File: src/rtl/cmd_pkg.sv
`default_nettype none

package cmd_pkg;

	////////////////////////////////////////////////////////////////////////////
	// arc command level
	////////////////////////////////////////////////////////////////////////////

	// rotation sense of the arc command
	typedef enum logic {
		ROT_CW  = 1'b0, // G02
		ROT_CCW = 1'b1  // G03
	} rot_t;

	// why the walk stopped, reported along with done
	typedef enum logic {
		END_REACHED = 1'b0, // landed on the end point
		END_LIMIT   = 1'b1  // ran out of steps
	} end_reason_t;

endpackage : cmd_pkg

`default_nettype wire

File: src/rtl/motion_pkg.sv
`default_nettype none

package motion_pkg;

	////////////////////////////////////////////////////////////////////////////
	// geometry relative to the arc centre
	////////////////////////////////////////////////////////////////////////////

	// Q1 x>0 y>=0, Q2 x<=0 y>0, Q3 x<0 y<=0, Q4 x>=0 y<0
	// the centre itself is treated as Q1
	typedef enum logic [1:0] {
		Q1 = 2'd0,
		Q2 = 2'd1,
		Q3 = 2'd2,
		Q4 = 2'd3
	} quadrant_t;

	// single axis move, bit 1 picks the axis, bit 0 the negative sense
	typedef enum logic [1:0] {
		STEP_XP = 2'd0,
		STEP_XN = 2'd1,
		STEP_YP = 2'd2,
		STEP_YN = 2'd3
	} step_dir_t;

endpackage : motion_pkg

`default_nettype wire

File: src/rtl/arc_fsm.sv
`timescale 1ns/1ps
`default_nettype none

module arc_fsm (
	input  logic                  clk,
	input  logic                  reset,
	input  logic                  start,
	input  logic                  sqrt_done,
	input  logic                  tick,
	input  logic                  at_end,
	input  logic                  limit_hit,
	output logic                  busy,
	output logic                  load,
	output logic                  sqrt_go,
	output logic                  run_pace,
	output logic                  step,
	output logic                  done,
	output cmd_pkg::end_reason_t  reason
);

	import cmd_pkg::*;

	// FINISH is the cycle right after a step, when position and count are settled
	typedef enum logic [2:0] {
		IDLE,
		LOAD,
		ROOT,
		WALK,
		FINISH
	} state_t;

	state_t state;
	state_t state_nxt;

	////////////////////////////////////////////////////////////////////////////
	// outputs
	////////////////////////////////////////////////////////////////////////////

	// end point or step limit seen one cycle after the step
	assign done = (state == FINISH) && (at_end || limit_hit);
	assign busy = (state != IDLE) && !done;
	assign load = start && !busy;        // start dropped while busy
	assign sqrt_go = (state == LOAD);
	assign step = (state == WALK) && tick;

	// pacing starts together with sqrt_done, stays on across FINISH
	assign run_pace = (state == WALK) || (state == FINISH) ||
		((state == ROOT) && sqrt_done);

	// reaching the end point wins over the limit
	assign reason = at_end ? END_REACHED : END_LIMIT;

	////////////////////////////////////////////////////////////////////////////
	// state sequencing
	////////////////////////////////////////////////////////////////////////////

	always_comb begin
		state_nxt = state;
		case (state)
			IDLE: begin
				if (start)
					state_nxt = LOAD;
			end
			LOAD: state_nxt = ROOT;       // operands latched, kick the root
			ROOT: begin
				if (sqrt_done)
					state_nxt = WALK;
			end
			WALK: begin
				if (tick)
					state_nxt = FINISH;
			end
			FINISH: begin
				if (!done)
					state_nxt = WALK;
				else if (start)
					state_nxt = LOAD;       // busy already low here
				else
					state_nxt = IDLE;
			end
			default: state_nxt = IDLE;
		endcase
	end

	always_ff @(posedge clk) begin
		if (reset)
			state <= IDLE;
		else
			state <= state_nxt;
	end

endmodule : arc_fsm

`default_nettype wire

File: src/rtl/arc_interp_top.sv
`timescale 1ns/1ps
`default_nettype none

module arc_interp_top #(
	parameter int POS_BITS    = 10,
	parameter int STEP_PERIOD = 4 // at least 2
) (
	input  logic                       clk,
	input  logic                       reset,
	input  logic                       start,
	input  cmd_pkg::rot_t              rot,
	input  logic signed [POS_BITS-1:0] start_x,
	input  logic signed [POS_BITS-1:0] start_y,
	input  logic signed [POS_BITS-1:0] end_x,
	input  logic signed [POS_BITS-1:0] end_y,
	input  logic signed [POS_BITS-1:0] ctr_i,
	input  logic signed [POS_BITS-1:0] ctr_j,
	output logic                       step_x,
	output logic                       step_y,
	output logic                       dir_x,
	output logic                       dir_y,
	output logic signed [POS_BITS-1:0] pos_x,
	output logic signed [POS_BITS-1:0] pos_y,
	output logic                       busy,
	output logic                       done,
	output cmd_pkg::end_reason_t       reason
);

	logic                  load;
	logic                  sqrt_go;
	logic                  sqrt_done;
	logic                  run_pace;
	logic                  tick;
	logic                  step;
	logic                  at_end;
	logic                  limit_hit;
	logic [2*POS_BITS+1:0] radicand;
	logic [POS_BITS:0]     root;

	arc_fsm arc_fsm_i (
		.clk       (clk),
		.reset     (reset),
		.start     (start),
		.sqrt_done (sqrt_done),
		.tick      (tick),
		.at_end    (at_end),
		.limit_hit (limit_hit),
		.busy      (busy),
		.load      (load),
		.sqrt_go   (sqrt_go),
		.run_pace  (run_pace),
		.step      (step),
		.done      (done),
		.reason    (reason)
	);

	step_pacer #(
		.POS_BITS    (POS_BITS),
		.STEP_PERIOD (STEP_PERIOD)
	) step_pacer_i (
		.clk       (clk),
		.reset     (reset),
		.load      (load),
		.run_pace  (run_pace),
		.root      (root),
		.step      (step),
		.tick      (tick),
		.limit_hit (limit_hit)
	);

	int_sqrt #(
		.POS_BITS (POS_BITS)
	) int_sqrt_i (
		.clk       (clk),
		.reset     (reset),
		.sqrt_go   (sqrt_go),
		.radicand  (radicand),
		.root      (root),
		.sqrt_done (sqrt_done)
	);

	arc_stepper #(
		.POS_BITS (POS_BITS)
	) arc_stepper_i (
		.clk      (clk),
		.reset    (reset),
		.load     (load),
		.step     (step),
		.rot      (rot),
		.start_x  (start_x),
		.start_y  (start_y),
		.end_x    (end_x),
		.end_y    (end_y),
		.ctr_i    (ctr_i),
		.ctr_j    (ctr_j),
		.radicand (radicand),
		.step_x   (step_x),
		.step_y   (step_y),
		.dir_x    (dir_x),
		.dir_y    (dir_y),
		.pos_x    (pos_x),
		.pos_y    (pos_y),
		.at_end   (at_end)
	);

endmodule : arc_interp_top

`default_nettype wire

File: src/rtl/arc_stepper.sv
`timescale 1ns/1ps
`default_nettype none

module arc_stepper #(
	parameter int POS_BITS = 10
) (
	input  logic                       clk,
	input  logic                       reset,
	input  logic                       load,
	input  logic                       step,
	input  cmd_pkg::rot_t              rot,
	input  logic signed [POS_BITS-1:0] start_x,
	input  logic signed [POS_BITS-1:0] start_y,
	input  logic signed [POS_BITS-1:0] end_x,
	input  logic signed [POS_BITS-1:0] end_y,
	input  logic signed [POS_BITS-1:0] ctr_i,
	input  logic signed [POS_BITS-1:0] ctr_j,
	output logic [2*POS_BITS+1:0]      radicand,
	output logic                       step_x,
	output logic                       step_y,
	output logic                       dir_x,
	output logic                       dir_y,
	output logic signed [POS_BITS-1:0] pos_x,
	output logic signed [POS_BITS-1:0] pos_y,
	output logic                       at_end
);

	import cmd_pkg::*;
	import motion_pkg::*;

	localparam int RB = POS_BITS + 1;   // relative coordinates
	localparam int SB = 2*POS_BITS + 2; // squared radii
	localparam logic signed [RB-1:0] ONE = 1;

	logic signed [RB-1:0] cen_x, cen_y;
	logic signed [RB-1:0] rel_x, rel_y;
	logic signed [RB-1:0] end_rx, end_ry;
	logic [SB-1:0]        r2;
	rot_t                 rot_r;

	logic signed [RB-1:0] ld_cx, ld_cy;
	logic signed [RB-1:0] ld_sx, ld_sy;
	logic [SB-1:0]        c2;
	logic                 go_out;
	quadrant_t            quad;
	step_dir_t            dir;
	logic signed [RB-1:0] nxt_x, nxt_y;
	logic signed [RB-1:0] abs_x, abs_y;

	function automatic logic [SB-1:0] square(input logic signed [RB-1:0] v);
		logic signed [2*RB-1:0] p;
		p = v * v;
		return p;
	endfunction

	////////////////////////////////////////////////////////////////////////////
	// step choice
	////////////////////////////////////////////////////////////////////////////

	assign ld_cx = start_x + ctr_i;     // centre, absolute
	assign ld_cy = start_y + ctr_j;
	assign ld_sx = -ctr_i;              // start relative to centre
	assign ld_sy = -ctr_j;

	assign radicand = r2;
	assign c2 = square(rel_x) + square(rel_y);
	assign go_out = (c2 <= r2);         // inside or on the circle
	assign at_end = (rel_x == end_rx) && (rel_y == end_ry);

	always_comb begin
		if (rel_x > 0 && rel_y >= 0)
			quad = Q1;
		else if (rel_x <= 0 && rel_y > 0)
			quad = Q2;
		else if (rel_x < 0 && rel_y <= 0)
			quad = Q3;
		else if (rel_y < 0)
			quad = Q4;
		else
			quad = Q1; // centre
	end

	always_comb begin
		if (rot_r == ROT_CCW) begin
			case (quad)
				Q1: dir = go_out ? STEP_YP : STEP_XN;
				Q2: dir = go_out ? STEP_XN : STEP_YN;
				Q3: dir = go_out ? STEP_YN : STEP_XP;
				default: dir = go_out ? STEP_XP : STEP_YP; // Q4
			endcase
		end else begin
			case (quad)
				Q1: dir = go_out ? STEP_XP : STEP_YN;
				Q2: dir = go_out ? STEP_YP : STEP_XP;
				Q3: dir = go_out ? STEP_XN : STEP_YP;
				default: dir = go_out ? STEP_YN : STEP_XN; // Q4
			endcase
		end
	end

	always_comb begin
		nxt_x = rel_x;
		nxt_y = rel_y;
		case (dir)
			STEP_XP: nxt_x = rel_x + ONE;
			STEP_XN: nxt_x = rel_x - ONE;
			STEP_YP: nxt_y = rel_y + ONE;
			default: nxt_y = rel_y - ONE;
		endcase
	end

	assign abs_x = cen_x + nxt_x;
	assign abs_y = cen_y + nxt_y;

	// motor strobes go out with the step itself
	assign step_x = step && (dir == STEP_XP || dir == STEP_XN);
	assign step_y = step && (dir == STEP_YP || dir == STEP_YN);
	assign dir_x  = (dir == STEP_XP);
	assign dir_y  = (dir == STEP_YP);

	////////////////////////////////////////////////////////////////////////////
	// registers
	////////////////////////////////////////////////////////////////////////////

	always_ff @(posedge clk) begin
		if (reset) begin
			pos_x <= '0;
			pos_y <= '0;
		end else if (load) begin
			pos_x <= start_x;
			pos_y <= start_y;
		end else if (step) begin
			pos_x <= abs_x[POS_BITS-1:0];
			pos_y <= abs_y[POS_BITS-1:0];
		end
	end

	always_ff @(posedge clk) begin
		if (load) begin
			cen_x  <= ld_cx;
			cen_y  <= ld_cy;
			rel_x  <= ld_sx;
			rel_y  <= ld_sy;
			end_rx <= end_x - ld_cx;
			end_ry <= end_y - ld_cy;
			r2     <= square(ld_sx) + square(ld_sy);
			rot_r  <= rot;
		end else if (step) begin
			rel_x <= nxt_x;
			rel_y <= nxt_y;
		end
	end

endmodule : arc_stepper

`default_nettype wire

File: src/rtl/int_sqrt.sv
`timescale 1ns/1ps
`default_nettype none

module int_sqrt #(
	parameter int POS_BITS = 10
) (
	input  logic                  clk,
	input  logic                  reset,
	input  logic                  sqrt_go,
	input  logic [2*POS_BITS+1:0] radicand,
	output logic [POS_BITS:0]     root,
	output logic                  sqrt_done
);

	localparam int NB = 2*POS_BITS + 2; // radicand bits
	localparam int QB = POS_BITS + 1;   // root bits, one per iteration
	localparam int RW = POS_BITS + 4;   // partial remainder
	localparam int CW = $clog2(POS_BITS + 1);

	logic [NB-1:0] rad;
	logic [NB-1:0] cur_rad;
	logic [RW-1:0] rem;
	logic [RW-1:0] cur_rem;
	logic [RW-1:0] shifted;
	logic [RW-1:0] rem_nxt;
	logic [RW:0]   trial;
	logic [QB-1:0] cur_root;
	logic [QB-1:0] root_nxt;
	logic [CW-1:0] left;
	logic          running;

	// first iteration runs in the sqrt_go cycle straight off the inputs
	assign cur_rad  = sqrt_go ? radicand : rad;
	assign cur_rem  = sqrt_go ? '0 : rem;
	assign cur_root = sqrt_go ? '0 : root;

	// bring down the next two bits and try subtracting 4*root+1
	assign shifted = {cur_rem[RW-3:0], cur_rad[NB-1 -: 2]};
	assign trial   = {1'b0, shifted} - {1'b0, RW'({cur_root, 2'b01})};

	always_comb begin
		if (trial[RW]) begin // negative, restore
			rem_nxt  = shifted;
			root_nxt = {cur_root[QB-2:0], 1'b0};
		end else begin
			rem_nxt  = trial[RW-1:0];
			root_nxt = {cur_root[QB-2:0], 1'b1};
		end
	end

	always_ff @(posedge clk) begin
		if (reset) begin
			running   <= 1'b0;
			left      <= '0;
			sqrt_done <= 1'b0;
		end else begin
			sqrt_done <= 1'b0;
			if (sqrt_go) begin
				running <= 1'b1;
				left    <= CW'(POS_BITS);     // iterations still to go
			end else if (running) begin
				left <= left - CW'(1);
				if (left == CW'(1)) begin
					running   <= 1'b0;
					sqrt_done <= 1'b1;
				end
			end
		end
	end

	// datapath, root holds once running drops
	always_ff @(posedge clk) begin
		if (sqrt_go || running) begin
			rad  <= cur_rad << 2;
			rem  <= rem_nxt;
			root <= root_nxt;
		end
	end

endmodule : int_sqrt

`default_nettype wire

File: src/rtl/step_pacer.sv
`timescale 1ns/1ps
`default_nettype none

module step_pacer #(
	parameter int POS_BITS    = 10,
	parameter int STEP_PERIOD = 4
) (
	input  logic              clk,
	input  logic              reset,
	input  logic              load,
	input  logic              run_pace,
	input  logic [POS_BITS:0] root,
	input  logic              step,
	output logic              tick,
	output logic              limit_hit
);

	localparam int PB = $clog2(STEP_PERIOD + 1);
	localparam int CB = POS_BITS + 5;   // room for 8*r+8

	logic [PB-1:0] phase;
	logic [CB-1:0] steps;
	logic [CB-1:0] limit;

	////////////////////////////////////////////////////////////////////////////
	// step period
	////////////////////////////////////////////////////////////////////////////

	// phase sits at 0 while idle, so each rise of run_pace restarts it
	assign tick = run_pace && (phase == PB'(STEP_PERIOD));

	always_ff @(posedge clk) begin
		if (reset)
			phase <= '0;
		else if (!run_pace)
			phase <= '0;
		else if (tick)
			phase <= PB'(1);               // counts 1..STEP_PERIOD
		else
			phase <= phase + PB'(1);
	end

	////////////////////////////////////////////////////////////////////////////
	// step limit
	////////////////////////////////////////////////////////////////////////////

	assign limit = CB'({root, 3'b000}) + CB'(8);
	assign limit_hit = (steps >= limit);

	always_ff @(posedge clk) begin
		if (reset)
			steps <= '0;
		else if (load)
			steps <= '0;                  // new arc
		else if (step)
			steps <= steps + CB'(1);
	end

endmodule : step_pacer

`default_nettype wire

File: config.mk
export PLATFORM = sky130hd
export DESIGN_NAME = arc_interp_top
export DESIGN_NICKNAME = d
export VERILOG_FILES = /design/src/rtl/cmd_pkg.sv /design/src/rtl/motion_pkg.sv /design/src/rtl/arc_fsm.sv /design/src/rtl/arc_interp_top.sv /design/src/rtl/arc_stepper.sv /design/src/rtl/int_sqrt.sv /design/src/rtl/step_pacer.sv
export SDC_FILE = /design/constraint.sdc
export NUM_CORES = 2
export LEC_CHECK = 0
export ABC_CLOCK_PERIOD_IN_PS = 13700
export BUFFER_PORTS_ARGS = -buffer_cell sky130_fd_sc_hd__clkbuf_2
export CAP_MARGIN = 20
export CORE_ASPECT_RATIO = 0.9
export CORE_MARGIN = 2
export CORE_UTILIZATION = 40
export DETAILED_ROUTE_END_ITERATION = 6
export GPL_TIMING_DRIVEN = 0
export HOLD_SLACK_MARGIN = 0.06
export PLACE_DENSITY = 0.56
export SYNTH_ARGS = -nofsm -noshare
export SYNTH_HDL_FRONTEND = slang
export SYNTH_HIERARCHICAL = 1
export SYNTH_SLANG_ARGS = --single-unit
File: constraint.sdc
create_clock -name clk -period 13.7 [get_ports clk]
set_input_delay 1.37 -clock clk [delete_from_list [all_inputs] [get_ports clk]]
set_output_delay 1.37 -clock clk [all_outputs]
set_load 0.01 [all_outputs]
======== Yosys cells after proc, flatten, opt, wreduce, memory -nomap -nowiden ========
Cells that the tools add are included.
word-level totals
  register bits ........................... 177
  input bits .............................. 64
  output and inout port bits .............. 27
  word-level logic and storage cells ...... 149
cells by class
  add/sub/neg operators ................... 19
  $mul .................................... 4
  $lt $le $gt $ge ......................... 9
  eq/ne operators ......................... 16
  mux-type cells .......................... 44
  bitwise logic cells ..................... 2
  reductions and logical operators ........ 33
operator list
  cell                   count
  $mul 11x11->22         4
  $mux 11                5
  $add 22x22->22         2
  $pmux 11 s2            2
  $mux 10                4
  $mux 2                 13
  $mux 12                2
  $add 10x10->11         2
  $add 11x2->11 const B  2
  $eq 11x11->1           2
  $gt 11x1->1 const B    2
  $le 11x1->1 const B    2
  $le 22x22->1           1
  $lt 11x1->1 const B    2
  $mux 22                1
  $neg 10->11            2
  $sub 10x11->11         2
  $sub 11x2->11 const B  2
  $add 10x10->10         2
  $add 14x4->15 const B  1
  $add 15x1->15 const B  1
  $ge 15x15->1           1
  $pmux 3 s5             1
  $sub 14x13->15         1
  other kinds (26)       68

======== Longest topological paths before layout ========
  depth in word-level cells ............... 14
  gate-level depth with buffers ........... 52
  gate-level depth less buffers ........... 51

======== By module ========
Netlist, hierarchy kept.
modules (own cells, without submodules)
  module       times used  cells an instance  area an instance (um^2)  seq. area each (um^2)
  arc_stepper  1           2622               25091.6                  3012.9
  int_sqrt     1           235                2723.9                   1411.4
  step_pacer   1           150                1270.0                   360.3
  arc_fsm      1           32                 261.5                    60.1

======== Worst setup path before layout ========
OpenSTA, ideal clock, no wires.
  path type ............................... reg-to-reg
  start ................................... register arc_stepper_i.rel_x[7]
  end ..................................... register arc_stepper_i.pos_x[9]
  library setup time ...................... 96 ps
  data arrival time ....................... 11358 ps
  required time ........................... 13604 ps
  path slack .............................. 2247 ps
  cell stages (with the launch flop) ...... 49
  buffers on the path ..................... 1
  clock period less this slack ............ 11453 ps
  cells stage by stage .................... edfxtp_1 clkbuf_1 and2_1 inv_1 fa_1 inv_1 fa_1 inv_1 fa_1 inv_1 fa_1 fa_1 fa_1 inv_1 fa_1 inv_1 ha_1 or4_1 (+13 left out) nor2_1 o311a_1 and2_1 fa_1 a21oi_1 nor2b_1 o31a_1 nor2_1 xnor2_1 mux2_2 ha_1 or4_1 nand3_1 nand2b_1 a21oi_1 xor2_1 xnor2_1 o41ai_2
between the ends
  longest elaborated chain between the ends .. 13
  elaborated cells between the ends (all ways) .. 43
  those cells by class .................... add/sub (4); mul (1); order compare (4); eq/ne (4); mux (17); reduce/logical (13)
ends and longest elaborated chain
  item                                                                     RTL line            text
  start, declared                                                          arc_stepper.sv:36   logic signed [RB-1:0] rel_x, rel_y;
  start signal, assigned                                                   arc_stepper.sv:142  rel_x <= ld_sx;
  start signal, assigned                                                   arc_stepper.sv:149  rel_x <= nxt_x;
  parallel branches: the longest is 13 deep, another holds $mul 11x11->22  n/a
  end signal, assigned                                                     arc_stepper.sv:130  pos_x <= start_x;
  end signal, assigned                                                     arc_stepper.sv:133  pos_x <= abs_x[POS_BITS-1:0];
  end, declared                                                            arc_stepper.sv:23   output logic signed [POS_BITS-1:0] pos_x,
Several ways; the timed one is not identified. The select of a mux whose other input is x is not followed.
A chain may end at the register's enable or synchronous reset.

======== Final worst setup path ========
  start ................................... register arc_stepper_i.rel_y[10]
  end ..................................... register arc_stepper_i.pos_x[9]
between the ends
  longest elaborated chain between the ends .. 13
  elaborated cells between the ends (all ways) .. 43
  those cells by class .................... add/sub (2); mul (1); order compare (5); eq/ne (4); mux (18); reduce/logical (13)
ends and longest elaborated chain
  item                                                                     RTL line            text
  start, declared                                                          arc_stepper.sv:36
  start signal, assigned                                                   arc_stepper.sv:143  rel_y <= ld_sy;
  start signal, assigned                                                   arc_stepper.sv:150  rel_y <= nxt_y;
  parallel branches: the longest is 13 deep, another holds $mul 11x11->22  n/a
Several ways; the timed one is not identified. The select of a mux whose other input is x is not followed.

==> impl_metrics.tcl <==
set metrics [dict create \
    setup.worst_path.class "reg2reg" \
    stdcell_count 4140 \
    rows 94 \
    synth_edf_count 130 \
    cts_tree "built" \
    layout-drive-gt1-share_pct 8.145 \
    die_area_um2 75550 \
    core_um2 72920 \
    dieWidth_um 289.5 \
    clockBufferDepth 2 \
    fin_skew_ps 17.96 \
    io_buffer_count 90 \
    ys_types 91 \
    grt_pass1_wl_um 116300 \
    grt_setup_unrepaired "no" \
    tightest_slew_ps 1175 \
    nFillCells 7148 \
    drtPass1Iterations 5 \
    start_kind "flip-flop" \
    viasPerCell 4.832 \
    critPathRequiredTime_ps 14070 \
    gp_congestion 0.8778 \
    hold_path.class "reg2reg" \
    dp_cells 4093 \
    grt.total_usage_pct 20.32 \
    multiInputGateArea_um2 21440 \
    cts-htree-levels 4 \
    arrival_ps 13490 \
    avgRoutedWirePerCell_um 17.98 \
    cts.sinks 177 \
    fmax_ghz 0.07622 \
    final_nets 4012 \
    post-route-min-period_ps 13120 \
    antenna_cells 0 \
    layout-area-overhead-vs-synth_pct 8.412 \
    wl_met2_um 32100 \
    vias 20010 \
    gr-total-overflow 0 \
    drv_slew 0 \
    report.final.hold_viol_count 0 \
    highest_layer "met4" \
    final.period_utilization_pct 95.76 \
    synth_nets 3884 \
    dpl.hpwl_um 63140 \
    antenna_found_initial 2 \
    seqCellArea_um2 4845 \
    layout_commonest_cell "inv_1" \
    antenna_left 0 \
    worst_path_largest_cell_delay_ps 600 \
    ios 91 \
    ys.flop_type "edfxtp_1" \
    fp.dieH_um 261.0 \
    status "finished clean" \
    ys_ff_latch 177 \
    root_buffer "clkbuf_16" \
    wl_met1_um 36570 \
    crit_path_end_kind "flip-flop" \
    synthCells 3039 \
    numCtsBuffers 17 \
    wirelength_um 74420 \
    start_util_pct 40.25 \
    drv_cap 0 \
    finalSetupViolations 0 \
    critPathMaxFanout 10 \
    first_global_vias 20360 \
    async_flop_share_pct 0 \
    clkLatencyLatePin_ps 470 \
    yosys_warnings 6 \
    cpMostUsedCell "fa_1" \
    cp_slowest_cell "fa_1" \
    setup_tns_ps 0 \
    clk_pin_slew_ps 70 \
    syn_area_per_cell_um2 9.657 \
    max_slew_margin_pct 21.42 \
    final_cell_mix "723 x inv_1, 482 x fa_1, 299 x ha_1" \
    drt_iter0_drc 1098 \
    grt_start_max_net_pins 55 \
    netlist_area_um2 29350 \
    met3_length_um 3804 \
    drc 0 \
    synth.yosys.seq_area_share_pct 16.51 \
]
==> area by class of cell <==
class | instances | area share [%]
Tap cell | 960 | 3.775
Clock inverter | 15 | 0.4877
Sequential cell | 177 | 15.23
Buffer | 68 | 1.109
Clock buffer | 17 | 1.337
Inverter | 734 | 8.683
Timing Repair Buffer | 109 | 1.978
Multi-Input combinational cell | 2060 | 67.40
==> logic make-up (layout without fill, tap and decap cells) <==
kind of cell / count (synthesis) / count (layout) / synth area share [%]
buf+inv: 802 / 943 / 10.54
fa+ha+maj: 781 / 781 / 45.63
simple gates: 682 / 682 / 11.17
compound gates: 313 / 313 / 7.103
xor+xnor: 223 / 223 / 6.809
flops: 177 / 177 / 16.51
mux: 61 / 61 / 2.247
==> state kept, by name, indices dropped and copies added (netlist names), 11 cells and up <==
register                count
arc_stepper_i/end_rx       11
arc_stepper_i/end_ry       11
arc_stepper_i/radicand     22
arc_stepper_i/rel_x        11
arc_stepper_i/rel_y        11
int_sqrt_i/rad             20
int_sqrt_i/rem             12
int_sqrt_i/root            11
step_pacer_i/steps         15
==> metrics by stage <==
step                utilization [%]  instance area [µm²]  hold slack [ps]  worst slack, ps
floorplan                         -                29350            433.9             2247
global placement              42.51                31000            461.4            38.31
detailed placement            42.61                31070            457.4            9.631
CTS                           43.42                31660            470.1            36.87
global route                  43.63                31820            515.4           0.2105
finish                        43.63                31820            462.6            580.7
==> worst max-delay path, delay by kind of cell (launching register included) <==
family | cells | cell delay (ps)
muxes | 1 | 320
DFF | 1 | 490
AOI/OAI and AO/OA | 11 | 2990
xor gates and xnor gates | 4 | 590
adders and majority gates | 11 | 4850
and+or+nand+nor | 13 | 2650
buffers and inverters | 8 | 1090
==> Yosys cell counts, types with 15 or more instances <==
master	count	share of area, %
a21o_1	28	0.72
a21oi_1	122	2.1
and2_1	48	1.0
clkbuf_1	43	0.55
dfxtp_1	47	3.2
edfxtp_1	130	13
fa_1	482	33
ha_1	299	13
inv_1	724	9.3
mux2_2	34	1.3
mux2i_1	25	0.85
nand2_1	193	2.5
nand2b_1	19	0.41
nand3_1	32	0.55
nand4_1	18	0.38
nor2_1	213	2.7
nor2b_1	35	0.75
nor3_1	36	0.61
nor4_1	15	0.32
o21ai_0	36	0.61
o21bai_1	18	0.46
xnor2_1	147	4.4
xor2_1	73	2.2
==> what timing repair did <==
action / CTS / global route
setup buffers: 1 / 13
endpoints found under the setup margin: 2 / 7
hold buffers: 0 / 0
gates resized for setup: 0 / 32
==> metal layers <==
layer / GRT usage, % / up-vias
li1: - / 9769
met1: 29.98 / 9768
met2: 30.50 / 403
met3: 3.659 / 65
met4: 5.883 / 0
met5: 0 / -
==> final timing paths <==
path | from | end | slack (ps) | cells after the start
hold reg to reg | step_pacer_i/phase[0] | step_pacer_i/phase[0] | 460 | 1
hold / removal | step_pacer_i/phase[0] | step_pacer_i/phase[0] | 460 | 1
setup / recovery | arc_stepper_i/rel_y[10] | arc_stepper_i/pos_x[9] | 580 | 48
setup reg to reg | arc_stepper_i/rel_y[10] | arc_stepper_i/pos_x[9] | 580 | 48
Power is not shown: default switching activity piles up to over one toggle a cycle in this logic, so the estimate is an artifact.
